--- src/rtl/ahb_lite_defs.svh ---
`ifndef AHB_LITE_DEFS_SVH
`define AHB_LITE_DEFS_SVH

// Region matches on physical address bits 28:22
`define AHB_RESET_RAM_MATCH       7'h7f   // 0x1fc00000
`define AHB_GPIO_MATCH            7'h7e   // 0x1f800000
`define AHB_RAM_MATCH             1'b0    // Bit 28 only, 0x00000000

// Word-address widths of the two RAMs
`define AHB_RESET_RAM_ADDR_WIDTH  10
`define AHB_RAM_ADDR_WIDTH        12

`define AHB_RAM_WAIT_STATES       2       // Low-HREADY cycles per busy RAM access

// GPIO pin counts
`define AHB_N_SWITCHES            18
`define AHB_N_BUTTONS             5
`define AHB_N_RED_LEDS            18
`define AHB_N_GREEN_LEDS          8
`define AHB_HEX_WIDTH             32

// GPIO registers, selected by byte address bits 4:2
`define AHB_GPIO_RED              3'd0
`define AHB_GPIO_GREEN            3'd1
`define AHB_GPIO_HEX              3'd2
`define AHB_GPIO_SWITCHES         3'd3
`define AHB_GPIO_BUTTONS          3'd4

`endif

--- src/rtl/ahb_lite_pkg.sv ---
package ahb_lite_pkg;

    typedef enum logic [1:0] {
        IDLE   = 2'b00,
        BUSY   = 2'b01,
        NONSEQ = 2'b10,
        SEQ    = 2'b11
    } htrans_t;

    typedef enum logic [2:0] {
        BYTE = 3'b000,
        HALF = 3'b001,
        WORD = 3'b010
    } hsize_t;

    // Address-phase signals
    typedef struct packed {
        logic [31:0] addr;
        htrans_t     trans;
        hsize_t      size;
        logic        write;
    } ahb_req_t;

    typedef struct packed {
        logic [31:0] rdata;
        logic        ready;
        logic        resp;   // 1 is ERROR
    } ahb_rsp_t;

    typedef struct packed {
        logic reset_ram;
        logic ram;
        logic gpio;
        logic none;          // Unmapped address
    } hsel_t;

    typedef enum logic {
        DFLT_OK,
        DFLT_ERR
    } dflt_state_t;

    // ------------------------------------------------------------------------
    function automatic logic is_active(htrans_t trans);
        return (trans == NONSEQ) || (trans == SEQ);
    endfunction

    // Little-endian byte strobes of one transfer
    function automatic logic [3:0] byte_lanes(hsize_t size, logic [1:0] offset);
        logic [3:0] lanes;
        case (size)
            BYTE:    lanes = 4'b0001 << offset;
            HALF:    lanes = 4'b0011 << {offset[1], 1'b0};
            default: lanes = 4'b1111;
        endcase
        return lanes;
    endfunction

endpackage

--- src/rtl/ahb_gpio_slave.sv ---
`timescale 1ns/1ps
`include "ahb_lite_defs.svh"

module ahb_gpio_slave
    import ahb_lite_pkg::*;
(
    input  logic                         HCLK,
    input  logic                         reset,
    input  logic                         sel,
    input  ahb_req_t                     req,
    input  logic                         hready,
    input  logic [31:0]                  hwdata,
    input  logic [`AHB_N_SWITCHES-1:0]   switches,
    input  logic [`AHB_N_BUTTONS-1:0]    buttons,
    output ahb_rsp_t                     rsp,
    output logic [`AHB_N_RED_LEDS-1:0]   red_leds,
    output logic [`AHB_N_GREEN_LEDS-1:0] green_leds,
    output logic [`AHB_HEX_WIDTH-1:0]    hex
);

    logic                       accept;
    logic                       wr_pending;    // Word write in its data phase
    logic [2:0]                 dp_reg;        // Register offset of the data phase
    logic [`AHB_N_SWITCHES-1:0] switches_q;
    logic [`AHB_N_BUTTONS-1:0]  buttons_q;
    logic [31:0]                rdata;

    assign accept = sel && hready && is_active(req.trans);

    always_ff @(posedge HCLK) begin
        if (reset) begin
            wr_pending <= 1'b0;
            red_leds   <= '0;
            green_leds <= '0;
            hex        <= '0;
        end else begin
            if (hready) begin
                wr_pending <= accept && req.write && (req.size == WORD);
            end
            if (wr_pending && hready) begin
                case (dp_reg)
                    `AHB_GPIO_RED:   red_leds   <= hwdata[`AHB_N_RED_LEDS-1:0];
                    `AHB_GPIO_GREEN: green_leds <= hwdata[`AHB_N_GREEN_LEDS-1:0];
                    `AHB_GPIO_HEX:   hex        <= hwdata[`AHB_HEX_WIDTH-1:0];
                    default: ;                      // Inputs and unused offsets
                endcase
            end
        end
    end

    always_ff @(posedge HCLK) begin
        if (accept) begin
            dp_reg <= req.addr[4:2];
        end
        switches_q <= switches;
        buttons_q  <= buttons;
    end

    // Read mux, zero-extended
    always_comb begin
        case (dp_reg)
            `AHB_GPIO_RED:      rdata = 32'(red_leds);
            `AHB_GPIO_GREEN:    rdata = 32'(green_leds);
            `AHB_GPIO_HEX:      rdata = 32'(hex);
            `AHB_GPIO_SWITCHES: rdata = 32'(switches_q);
            `AHB_GPIO_BUTTONS:  rdata = 32'(buttons_q);
            default:            rdata = 32'h0;
        endcase
    end

    assign rsp = '{rdata: rdata, ready: 1'b1, resp: 1'b0};

endmodule

--- config.mk ---
export PLATFORM = sky130hd
export DESIGN_NAME = ahb_gpio_slave
export DESIGN_NICKNAME = d
export VERILOG_FILES = /design/src/rtl/ahb_lite_pkg.sv /design/src/rtl/ahb_gpio_slave.sv
export VERILOG_INCLUDE_DIRS = /design/src /design/src/rtl
export SDC_FILE = /design/constraint.sdc
export NUM_CORES = 1
export LEC_CHECK = 0
export BUFFER_PORTS_ARGS = -buffer_cell sky130_fd_sc_hd__buf_2
export CORE_MARGIN = 10
export CORE_UTILIZATION = 25
export DETAILED_ROUTE_END_ITERATION = 16
export GPL_ROUTABILITY_DRIVEN = 0
export PLACE_DENSITY = 0.52
export SYNTH_ARGS = -nofsm -noshare
export SYNTH_HDL_FRONTEND = slang
export SYNTH_SLANG_ARGS = --single-unit
export TNS_END_PERCENT = 30
--- constraint.sdc ---
create_clock -name HCLK -period 1.9 [get_ports HCLK]
set_input_delay 0.38 -clock HCLK [delete_from_list [all_inputs] [get_ports HCLK]]
set_output_delay 0.38 -clock HCLK [all_outputs]
set_load 0.05 [all_outputs]
Yosys cells after proc, flatten, opt, wreduce, memory -nomap -nowiden
Cells that the tools add are included.
W data, S select, Z words.
Word-level totals
  register bits: 85
  output and inout port bits: 92
Operators by class
  equality and inequality tests: 7
  mux-type cells: 1
  reduce and logical (&&, ||, !) cells: 10
Operators with widths (count)
  $pmux W32 S5: 1
  $eq A3 B2 Y1 const B: 3
  $reduce_and A2 Y1: 3
  $logic_and A1 B1 Y1: 5
  $eq A2 B2 Y1 const B: 2
  $eq A3 B1 Y1 const B: 1
  $eq A3 B3 Y1 const B: 1
  $logic_not A3 Y1: 1
  $logic_or A1 B1 Y1: 1

Logic depth before layout (Yosys ltp)
  depth after elaboration: 5
  mapped depth: 6

Worst setup path before layout
OpenSTA, ideal clock, no wires.
  path kind: flip-flop to output port
  start point: register dp_reg[0]
  end point: output port rsp[2] (netlist name)
  data arrival time: 1.807 ns
  required time: 1.520 ns
  path slack: -0.287 ns
  cell stages (with the launch flop): 6
  cells stage by stage: edfxtp_1 -> buf_6 -> buf_2 -> nor2b_1 -> a22oi_1 -> o22ai_1
RTL lines
  start: declaration: RTL line ahb_gpio_slave.sv:23  | logic [2:0] dp_reg;
  start signal: assignment: RTL line ahb_gpio_slave.sv:53  | dp_reg <= req.addr[4:2];
  end: declaration: RTL line ahb_gpio_slave.sv:15  | output ahb_rsp_t rsp,

==> impl_metrics.toml <==
[power_and_ir_drop]
totalPowerFinal_mw = 4.066
irDropWorstVdd_mv = 0.4903
power_density_nw_per_um2 = 728.1
leakage_nw = 2.571

[drt]
wl_per_cell_um = 16.48
detail-route-antenna-nets = 0
dr.pass1.iters = 4
drc = 0
drt_iter0_markers = 54
num_vias = 3059
wl_um = 11630
viasPerCell = 4.333

[synth]
synth-simple-area-share_pct = 21.74
synth_mux_area_share_pct = 21.90
netlist_area_um2 = 3747
seq_area_frac_synth_pct = 46.21
netlist_instances = 351
synthTopCellsByCount = "nand2b_1 (90), dfxtp_1 (82), mux2i_1 (58)"
ys_warn_count = 0
synth_nets = 448
synth_compound_area_share_pct = 4.875
yosys.area.top_type = "dfxtp_1"
yosys-top-cells-area = "dfxtp_1 (44%), mux2i_1 (15%), nand2b_1 (15%)"
synth-adder-area-share_pct = 0
synth_most_common_cell = "nand2b_1"
synth_top_area_share_pct = 43.81
yosysUniqueCellTypes = 30
ys.flop_type = "dfxtp_1"
avgSynthCellArea_um2 = 10.68
synth-edff-count = 3
synth_top_family_by_area = "multiplexers"
synth_async_sr_flop_share_pct = 0
synth_xor_area_share_pct = 0
synth_seq_cells = 85

[worst_setup_path]
cpPeakStageDelay_ns = 0.48
rrSetupSlack_ns = 0.07
reg2reg_depth = 5
cpMostUsedCell = "buf_4"
r2r_end = "green_leds[1]"
start_kind = "flip-flop"
crit_path_end_kind = "output port"
critical_path.top_delay_family = "multiplexers"
path_class = "reg -> out"
worstPathMaxFanout = 4
startpoint = "dp_reg[0]"
crit_buf_inv = 2
critPathArrivalTime_ns = 1.81
path_cells = "buf_4, mux4_2, nor2b_1, buf_4"
slowest_stage = "mux4_2"
r2r-start = "dp_reg[2]"
worst_ep_required_time_ns = 1.52

[final_layout]
reg.largest.list = "hex (32), red_leds (18), switches_q (18)"
syn_to_final_growth_pct = 49.02
nNetsFinal = 614
largest_reg_flops = 32
seq_area_um2 = 1732
instances_no_fill = 706
fillers = 1430
design_area_um2 = 5584
utilization_pct = 38.28
drive_gt1_share_pct = 47.32
top_register = "hex"
antenna_cells = 0
multiInputGateArea_um2 = 2011

[timing]
fin_crit_sh_pct = 115.3
worst_slack_ns = -0.2914
fin_crit_ns = 2.191
skew_ns = 0.008418
drv_slew = 0
timing.hold.ws_ns = 0.1391
rsz0062_at_grt = "yes"
setup_violations = 32
fmax_mhz = 456.3
hold_viol = 0
finalSetupTns_ns = -7.340

[floorplanning]
start_util_pct = 25.69
dieHeight_um = 142.4
die_w_um = 142.4
die_area_um2 = 20290
coreArea_um2 = 14590
rows = 44
io_pins = 189

[grt]
grt.total_usage_pct = 11.27
grt_pass1_wl_um = 18040
grt_antenna_before_repair = 0
grt_pass1_vias = 3380
grt_overflow = 0
grt_max_degree = 92

[placement]
port-buffer-count = 156
place_area_um2 = 4870
place_inst = 683
dp_hpwl_um = 8696
dp_worst_setup_slack_ns = -0.04071

[cts]
cts_buffers = 9
cts_root_buf = "clkbuf_16"
cts_tree = "yes"
path_clk_slew_ns = 0.06
cts_max_level = 3
clock-sinks = 85
worst_skew_pair.late_latency_ns = 0.34
cts_max_path_buffers = 2

[hold_path]
holdPathStages = 1
min_to = "switches_q[9]"
hold_class = "in -> reg"
min_from = "switches[9]"

[run_status]
violations = "negative setup slack"
status = "finished with violations"

[run]
drv.max_cap_violation_count = 0
## kinds of logic after synthesis
| kind of cell | Yosys count |
|---|---|
| compound gates | 26 |
| buf+inv | 30 |
| flops | 85 |
| mux | 76 |
| other cells | 2 |
| simple gates | 132 |
## worst max-delay path by stage
stage | end | cells past startpoint | slack [ns]
floorplan | rsp[13] | 5 | -0.18
global placement | rsp[2] | 5 | -0.04
detailed placement | rsp[2] | 5 | -0.04
CTS | rsp[15] | 6 | -0.32
global route | rsp[7] | 4 | -0.38
finish | rsp[7] | 4 | -0.29
## report_power, final
| part | switching [mW] | internal, mW |
|---|---|---|
| logic | 0.191 | 0.193 |
| clock network | 0.696 | 1.15 |
| registers | 0.0115 | 1.82 |
## repair_timing
item / in CTS / in global routing
pin swaps: 5 / 0
hold buffers: 0 / 0
gates cloned: 1 / 0
endpoints found under the setup margin: 32 / 45
setup buffers: 5 / 1
resized for setup: 93 / 8
## layer usage
| layer | routed length, um | share of wire, % | vias up | track usage, % |
|---|---|---|---|---|
| met5 | 0 | 0 | - | 0 |
| met4 | 113 | 0.97 | 0 | 2.875 |
| met3 | 1125 | 9.7 | 11 | 5.441 |
| met2 | 5777 | 50 | 97 | 19.21 |
| met1 | 4616 | 40 | 1436 | 12.26 |
| li1 | - | - | 1515 | - |
## layout by cell type (no fill, tap or decap), types with 4 or more instances in the layout
master     Yosys  routed
a22oi_1       18       4
mux2_2        15       6
buf_12         0       7
nand2b_1      90      90
a22oi_2        0      14
and2_1        14      14
nor2_1        12       5
clkbuf_16      0       9
mux2i_1       58      58
mux2_4         0       9
buf_6          7      37
nor2_2         0       7
buf_2          5     124
o22ai_2        0       5
dfxtp_1       82      82
buf_4          2      16
## final cells by class
class | instances | share of cell area, %
multi-input combinational | 236 | 36.01
sequential | 85 | 31.01
timing repair buffer | 184 | 23.24
clock buffer | 12 | 4.235
tap | 184 | 4.123
clock inverter | 4 | 1.322
inverter | 1 | 0.06722
No activity file was read; power rests on OpenSTA's default activity.
