`config.mk`:
```
export PLATFORM = sky130hd
export DESIGN_NAME = ahb_lite_response_mux
export DESIGN_NICKNAME = d
export VERILOG_FILES = /design/src/rtl/ahb_lite_defs.svh /design/src/rtl/ahb_lite_pkg.sv /design/src/rtl/ahb_lite_response_mux.sv
export SDC_FILE = /design/constraint.sdc
export NUM_CORES = 1
export LEC_CHECK = 0
export BUFFER_PORTS_ARGS = -buffer_cell sky130_fd_sc_hd__buf_4
export CAP_MARGIN = 15
export CORE_AREA = 2 2 69 71
export DETAILED_ROUTE_END_ITERATION = 12
export DIE_AREA = 0 0 71 73
export GPL_ROUTABILITY_DRIVEN = 0
export GPL_TIMING_DRIVEN = 0
export PLACE_DENSITY = 0.84
export SYNTH_ARGS = -nofsm -noshare
export SYNTH_HDL_FRONTEND = slang
export SYNTH_SLANG_ARGS = --single-unit
```
`constraint.sdc`:
```
create_clock -name HCLK -period 2.87 [get_ports HCLK]
set_input_delay 0.287 -clock HCLK [delete_from_list [all_inputs] [get_ports HCLK]]
set_output_delay 0.287 -clock HCLK [all_outputs]
set_load 0.01 [all_outputs]
```
`src/rtl/ahb_lite_defs.svh`:
```
`ifndef AHB_LITE_DEFS_SVH
`define AHB_LITE_DEFS_SVH

// Region matches on physical address bits 28:22
`define AHB_RESET_RAM_MATCH       7'h7f   // 0x1fc00000
`define AHB_GPIO_MATCH            7'h7e   // 0x1f800000
`define AHB_RAM_MATCH             1'b0    // Bit 28 only, 0x00000000

// Word-address widths of the two RAMs
`define AHB_RESET_RAM_ADDR_WIDTH  10
`define AHB_RAM_ADDR_WIDTH        12

`define AHB_RAM_WAIT_STATES       2       // Low-HREADY cycles per busy RAM access

// GPIO pin counts
`define AHB_N_SWITCHES            18
`define AHB_N_BUTTONS             5
`define AHB_N_RED_LEDS            18
`define AHB_N_GREEN_LEDS          8
`define AHB_HEX_WIDTH             32

// GPIO registers, selected by byte address bits 4:2
`define AHB_GPIO_RED              3'd0
`define AHB_GPIO_GREEN            3'd1
`define AHB_GPIO_HEX              3'd2
`define AHB_GPIO_SWITCHES         3'd3
`define AHB_GPIO_BUTTONS          3'd4

`endif

```
`src/rtl/ahb_lite_pkg.sv`:
```
package ahb_lite_pkg;

    typedef enum logic [1:0] {
        IDLE   = 2'b00,
        BUSY   = 2'b01,
        NONSEQ = 2'b10,
        SEQ    = 2'b11
    } htrans_t;

    typedef enum logic [2:0] {
        BYTE = 3'b000,
        HALF = 3'b001,
        WORD = 3'b010
    } hsize_t;

    // Address-phase signals
    typedef struct packed {
        logic [31:0] addr;
        htrans_t     trans;
        hsize_t      size;
        logic        write;
    } ahb_req_t;

    typedef struct packed {
        logic [31:0] rdata;
        logic        ready;
        logic        resp;   // 1 is ERROR
    } ahb_rsp_t;

    typedef struct packed {
        logic reset_ram;
        logic ram;
        logic gpio;
        logic none;          // Unmapped address
    } hsel_t;

    typedef enum logic {
        DFLT_OK,
        DFLT_ERR
    } dflt_state_t;

    // ------------------------------------------------------------------------
    function automatic logic is_active(htrans_t trans);
        return (trans == NONSEQ) || (trans == SEQ);
    endfunction

    // Little-endian byte strobes of one transfer
    function automatic logic [3:0] byte_lanes(hsize_t size, logic [1:0] offset);
        logic [3:0] lanes;
        case (size)
            BYTE:    lanes = 4'b0001 << offset;
            HALF:    lanes = 4'b0011 << {offset[1], 1'b0};
            default: lanes = 4'b1111;
        endcase
        return lanes;
    endfunction

endpackage

```
`src/rtl/ahb_lite_response_mux.sv`:
```
`timescale 1ns/1ps

module ahb_lite_response_mux
    import ahb_lite_pkg::*;
(
    input  logic        HCLK,
    input  logic        reset,
    input  logic        hready,
    input  hsel_t       hsel,
    input  ahb_rsp_t    rsp_reset_ram,
    input  ahb_rsp_t    rsp_ram,
    input  ahb_rsp_t    rsp_gpio,
    input  ahb_rsp_t    rsp_none,
    output logic [31:0] rdata,
    output logic        resp
);

    hsel_t hsel_q;             // Owner of the current data phase

    always_ff @(posedge HCLK) begin
        if (reset) begin
            hsel_q <= '0;
        end else if (hready) begin
            hsel_q <= hsel;
        end
    end

    always_comb begin
        rdata = 32'h0;
        resp  = 1'b0;
        if (hsel_q.reset_ram) begin
            rdata = rsp_reset_ram.rdata;
            resp  = rsp_reset_ram.resp;
        end else if (hsel_q.ram) begin
            rdata = rsp_ram.rdata;
            resp  = rsp_ram.resp;
        end else if (hsel_q.gpio) begin
            rdata = rsp_gpio.rdata;
            resp  = rsp_gpio.resp;
        end else if (hsel_q.none) begin
            rdata = rsp_none.rdata;
            resp  = rsp_none.resp;
        end
    end

endmodule

```
# ---- Yosys cells after proc, flatten, opt, wreduce, memory -nomap -nowiden
# Index checks and enable logic that the tools add are counted.
dict set report totals {
  latchBits 0
  wordCells 12
  in_bits 143
  output_inout_bits 33
  mem_bits_rw 0
  rom_bits 0
  mem_count 0
  regBits 4
}
dict set report op_classes {
  muxes 8
  magnitude_cmp 0
  n_bitwise 0
  n_eq_ne 0
  n_reduce_logical 0
  add_sub_neg 0
  n_shift 0
  multipliers 0
  div_mod_pow 0
}
# operator n
set op_table {}
lappend op_table {{$mux W32} 4}
lappend op_table {{$mux W1} 4}

# ---- Logic depth before layout (Yosys ltp)
# Gate-level depths: netlist of run 1.
dict set report logic_depth {
  word_depth 4
  ltp_mapped 6
  ltp_nobuf 3
}

# ---- Worst setup path before layout of run 1
# OpenSTA, ideal clock, no wires.
dict set report synth_path {
  kind {flip-flop to output port}
  startpoint {register hsel_q[1] (netlist bit)}
  endpoint {output port rdata[12]}
  required_time_ps 2583
  arrival_ps 1016
  setup_slack_ps 1567
  path_buffers 3
  stages_incl_launch_ff 7
  cell_sequence {dfxtp_1 > buf_6 > nor2b_4 > buf_6 > buf_12 > a22oi_2 > a21oi_2}
}
dict set report synth_between {
  elab_chain_len 3
}
# element line
set synth_rtl {}
lappend synth_rtl {{from (decl)} ahb_lite_response_mux.sv:18} ;# hsel_t hsel_q;
lappend synth_rtl {{from (signal assigned)} ahb_lite_response_mux.sv:24} ;# hsel_q <= hsel;
lappend synth_rtl {{$mux W32} ahb_lite_response_mux.sv:37} ;# end else if (hsel_q.gpio) begin
lappend synth_rtl {{$mux W32} ahb_lite_response_mux.sv:34} ;# end else if (hsel_q.ram) begin
lappend synth_rtl {{$mux W32} ahb_lite_response_mux.sv:31} ;# if (hsel_q.reset_ram) begin
lappend synth_rtl {{to (decl)} ahb_lite_response_mux.sv:14} ;# output logic [31:0] rdata,
# No other way between the ends.

# ---- Worst setup path after layout of run 1
dict set report layout_path {
  startpoint {register hsel_q[3] (netlist bit)}
  endpoint {output port rdata[11]}
}
dict set report layout_between {
  elab_chain_len 1
}
# element line
set layout_rtl {}
lappend layout_rtl {{$mux W32} ahb_lite_response_mux.sv:31}
# No other way between the ends.

==> flow_summary.ini, run 1 <==
[job]
cap_violations = 0

[sta]
finalClockSkew_ns = 0
min_period_ns = 1.77
clock.fmax_mhz = 565
worstMarginPinSlew_ns = 0.384
tns_ns = 0
grt_setup_unrepaired = false
finalHoldViolations = 0
slew_headroom_pct = 74.3
slew_viol_final = 0
post-route-period-util_pct = 61.7
setup_viol = 0

[routing]
wirelength_um = 5800
wl_per_cell_um = 16.1
first_iter_violations = 46
drc = 0
viasPerCell = 5.12
ant_nets = 0
firstDrtPassIters = 4
vias = 1850

[worst_setup_path]
crit_path_start = hsel_q[3]$_SDFFE_PP0P_
path_class = flop to primary output
end_kind = primary output
cp_max_fo = 10
worst-endpoint-arrival_ns = 1.48
ff2ff_path_depth = 4
startpoint_type = flop
cpPeakStageDelay_ns = 0.37
endpoint = rdata[11]
crit_chain = nor2_1 -> buf_2 -> a21oi_2 -> buf_4
crit_path_top_delay_cell = buf_2
worstReg2RegEnd = hsel_q[1]$_SDFFE_PP0P_
rrSetupSlack_ns = 1.97
cp.required_ns = 2.58
reg2reg_from = hsel_q[1]$_SDFFE_PP0P_

[logic_synthesis]
synth_cells = 134
yosysWarnings = 0
synth.distinct_cells = 18
syn_nets = 277
yosysSeqAreaShare_pct = 6.42
syn_area_per_cell_um2 = 9.31
syn-cell-area_mm2 = 0.00125
ys_seq_elements = 4

[clock_tree]
clkSinkCount = 4
cts_buffers = 3
hold_buffers = 0
clockBufferDepth = 2
clk_latency_ns = 0.21
htree_levels = 1
cts_resized = 0
cts_tree = built
postCtsSetupRepairBufs = 0
path_clk_slew_ns = 0.03
cts_root_buffer = clkbuf_8

[placed_design]
io_buffers = 170
hpwl_um = 4830
dpl_cell_area_mm2 = 0.00259

[cells_and_area]
top_regs = hsel_q: 4 flops
layout-drive-gt1-share_pct = 82.1
nets = 452
regMostFlops = hsel_q
areaGrowthSynthToFinish_pct = 111
diodes = 0
fillers = 405
fin_util_pct = 58.0
largest_register_ffs = 4
stdcell_area_mm2 = 0.00263

[floorplan]
initial_core_util_pct = 27.5
die_h_um = 73
rows = 25
die_w_um = 71
dieArea_mm2 = 0.00518
ioPinCount = 176
core_area_mm2 = 0.00454

[global_routing]
grt_pass1_wl_um = 8580
overflow = 0
grt_pass1_vias = 1725
grt_util_all_layers_pct = 20.7
grt_max_degree = 11
antenna_found_initial = 0

[pwr]
powerDensity_mw_per_mm2 = 258
p_leak_uw = 0.00122
max-vdd-ir-drop_v = 0.000291

[run_status]
status = complete, no violations

[min_path]
worstHoldPathType = primary input to flop
critical path, delay by kind of cell, from the launching register on:
kind | cells | cell delay (ns)
buffers and inverters | 2 | 0.53
DFF | 1 | 0.33
and+or+nand+nor | 1 | 0.32
AOI/OAI and AO/OA | 1 | 0.10
synthesized netlist by cell type:
cell / instances / share of area, %
a21oi_1: 3 / 1.2
a21oi_2: 30 / 21
a22oi_1: 3 / 1.8
a22oi_2: 28 / 28
a22oi_4: 2 / 3.4
buf_12: 3 / 4.8
buf_2: 7 / 2.8
buf_4: 3 / 1.8
buf_6: 2 / 1.8
clkbuf_1: 1 / 0.30
clkbuf_8: 3 / 3.3
dfxtp_1: 4 / 6.4
inv_1: 1 / 0.30
mux2i_1: 4 / 3.2
nand2b_1: 1 / 0.50
nor2_1: 5 / 1.5
nor2b_4: 1 / 1.1
o22ai_1: 33 / 17
metrics by stage:
step	setup WS [ns]	total power (uW)	instances	hold slack, ns
after floorplan	1.57	290	134	0.359
after global placement	1.29	562	358	0.477
after detailed placement	1.28	570	358	0.482
after CTS	1.05	691	361	0.256
after global routing	0.958	728	361	0.256
final	1.10	680	361	0.260
worst min-delay path by stage:
stage,from,slack [ns],cells after the start,endpoint
floorplan,reset,0.36,1,hsel_q[0]$_SDFFE_PP0P_
global placement,reset,0.48,2,hsel_q[0]$_SDFFE_PP0P_
detailed placement,reset,0.48,2,hsel_q[0]$_SDFFE_PP0P_
CTS,reset,0.26,2,hsel_q[1]$_SDFFE_PP0P_
global route,reset,0.26,2,hsel_q[1]$_SDFFE_PP0P_
finish,reset,0.26,2,hsel_q[1]$_SDFFE_PP0P_
layout by cell type, fill, tap and decap left out:
cell	n
clkbuf_1	1
dfxtp_1	4
buf_2	7
buf_12	3
a21oi_1	3
buf_4	173
nor2b_4	1
clkbuf_8	6
o22ai_1	33
a22oi_1	3
nor2_1	5
buf_6	2
a22oi_4	2
inv_1	1
a22oi_2	28
nand2b_1	1
a21oi_2	30
mux2i_1	4
power by group:
| part | internal, uW | switching [uW] |
|---|---|---|
| clock network | 89.2 | 26.2 |
| logic | 295 | 208 |
| registers | 59.4 | 2.15 |
| total | 444 | 236 |
cell type report:
cell class	count	area (um2)	area share [%]
Inverter	1	3.75	0.143
Tap cell	54	67.6	2.57
Clock buffer	3	41.3	1.57
Multi-Input combinational cell	110	978	37.2
Sequential cell	4	80.1	3.04
Buffer	19	185	7.03
Timing Repair Buffer	170	1280	48.5
kinds of logic (layout without fill, tap and decap cells):
kind of cell / Yosys count / in the layout / share of synthesized area [%]
AOI/OAI and AO/OA: 99 / 99 / 72.1
muxes: 4 / 4 / 3.21
buffers and inverters: 20 / 193 / 15.1
and+or+nand+nor: 7 / 7 / 3.11
DFF: 4 / 4 / 6.42
per-layer routing:
layer | track usage [%] | vias to the layer above | wire [um]
li1 | - | 901 | -
met4 | 4.19 | 0 | 44
met3 | 5.25 | 6 | 520
met2 | 35.8 | 96 | 3030
met1 | 26.1 | 847 | 2210
met5 | 0 | - | 0
No activity file was read; power rests on OpenSTA's default activity.
==> run 2, diff against run 1 <==
==> constraint.sdc (replaced) <==
create_clock -name HCLK -period 1.8 [get_ports HCLK]
set_input_delay 0.18 -clock HCLK [delete_from_list [all_inputs] [get_ports HCLK]]
set_output_delay 0.18 -clock HCLK [all_outputs]
set_load 0.01 [all_outputs]
==> flow_summary.ini, run 2 (same netlist as run 1, synthesis figures left out) <==
[run_status]
status = complete, no violations

[worst_setup_path]
reg2reg_from = hsel_q[1]$_SDFFE_PP0P_
path_class = flop to primary output
rrSetupSlack_ns = 0.90
ff2ff_path_depth = 4
cpPeakStageDelay_ns = 0.38
cp_num_buf_inv = 2
crit_path_top_delay_cell = buf_2
cp_max_fo = 10
cp_top_family = buffers and inverters
end_kind = primary output
worstReg2RegEnd = hsel_q[1]$_SDFFE_PP0P_
startpoint_type = flop
worst-endpoint-arrival_ns = 1.52
cp.required_ns = 1.62
crit_chain = nor2_1 -> buf_2 -> a21oi_2 -> buf_4

[sta]
slew_viol_final = 0
post-route-period-util_pct = 94.2
finalHoldViolations = 0
finalClockSkew_ns = 0
tns_ns = 0
grt_setup_unrepaired = false
setup_viol = 0
worstMarginPinSlew_ns = 0.415
min_period_ns = 1.70
clock.fmax_mhz = 590
slew_headroom_pct = 72.2

[clock_tree]
clk_latency_ns = 0.21
hold_buffers = 0
path_clk_slew_ns = 0.03
htree_levels = 1
cts_tree = built
cts_resized = 0
clockBufferDepth = 2
cts_buffers = 3
clkSinkCount = 4
cts_root_buffer = clkbuf_8
postCtsSetupRepairBufs = 0

[routing]
first_iter_violations = 45
viasPerCell = 5.06
wirelength_um = 5810
wl_per_cell_um = 16.1
firstDrtPassIters = 4
vias = 1827
ant_nets = 0
drc = 0

[cells_and_area]
layout-drive-gt1-share_pct = 82.1
top_regs = hsel_q: 4 flops
layout_common_cells = 173 x buf_4, 33 x o22ai_1, 30 x a21oi_2, 28 x a22oi_2
stdcell_count = 361
nets = 452
areaGrowthSynthToFinish_pct = 111
diodes = 0
regMostFlops = hsel_q
final_common_cell = buf_4
largest_register_ffs = 4
stdcell_area_mm2 = 0.00264

[placed_design]
io_buffers = 170
place_inst = 358
dpl_cell_area_mm2 = 0.00259
hpwl_um = 4830

[floorplan]
rows = 25
ioPinCount = 176
die_h_um = 73
core_area_mm2 = 0.00454
die_w_um = 71
initial_core_util_pct = 27.5
dieArea_mm2 = 0.00518

[global_routing]
grt_pass1_wl_um = 8580
grt_pass1_vias = 1725
grt_util_all_layers_pct = 20.7
overflow = 0
grt_max_degree = 11
antenna_found_initial = 0

[pwr]
p_leak_uw = 0.00122
powerDensity_mw_per_mm2 = 412
max-vdd-ir-drop_v = 0.000464

[min_path]
holdPathStages = 2
worstHoldPathType = primary input to flop
holdPathEnd = hsel_q[1]$_SDFFE_PP0P_
hp-start = reset

[job]
cap_violations = 0
run 2: cell types whose count changed in the layout (fill, tap and decap cells not counted):
cell / delta
buf_2: -1
clkbuf_4: +1
run 2: worst max-delay path by stage:
stage | from | depth (start not counted) | end
after floorplan | hsel_q[1]$_SDFFE_PP0P_ | 6 | rdata[12]
after global placement | hsel_q[3]$_SDFFE_PP0P_ | 4 | rdata[23]
after detailed placement | hsel_q[3]$_SDFFE_PP0P_ | 4 | rdata[23]
after CTS | hsel_q[3]$_SDFFE_PP0P_ | 4 | rdata[23]
after global routing | hsel_q[3]$_SDFFE_PP0P_ | 4 | rdata[23]
final | hsel_q[3]$_SDFFE_PP0P_ | 4 | rdata[11]
run 2: power by group:
group          internal [uW]  switching (uW)
Sequential              94.7            3.40
Clock                    142            41.6
Combinational            472             332
run 2: per-layer routing:
layer	share of wire (%)	global-route usage [%]	vias up	wire, um
met3	8.3	5.25	6	483
met1	39	26.1	836	2280
met5	0	0	-	0
met2	52	35.8	84	3000
li1	-	-	901	-
met4	0.76	4.19	0	44
run 2: through the flow:
| step | total power (uW) | util (%) | hold WS, ns | worst slack [ns] |
|---|---|---|---|---|
| global route | 1160 | 58.1 | 0.149 | 0.0119 |
| floorplan | 463 | - | 0.252 | 0.604 |
| detailed placement | 909 | 57.1 | 0.375 | 0.316 |
| finish | 1090 | 58.1 | 0.156 | 0.105 |
| CTS | 1100 | 58.0 | 0.149 | 0.0897 |
| global placement | 897 | 57.1 | 0.370 | 0.325 |
run 2: cell type report:
type | instances | area [um2]
fill | 409 | 1900
timing repair buffer | 170 | 1280
multi-input combinational | 110 | 978
buffer | 19 | 188
sequential | 4 | 80.1
tap | 54 | 67.6
clock buffer | 3 | 41.3
inverter | 1 | 3.75
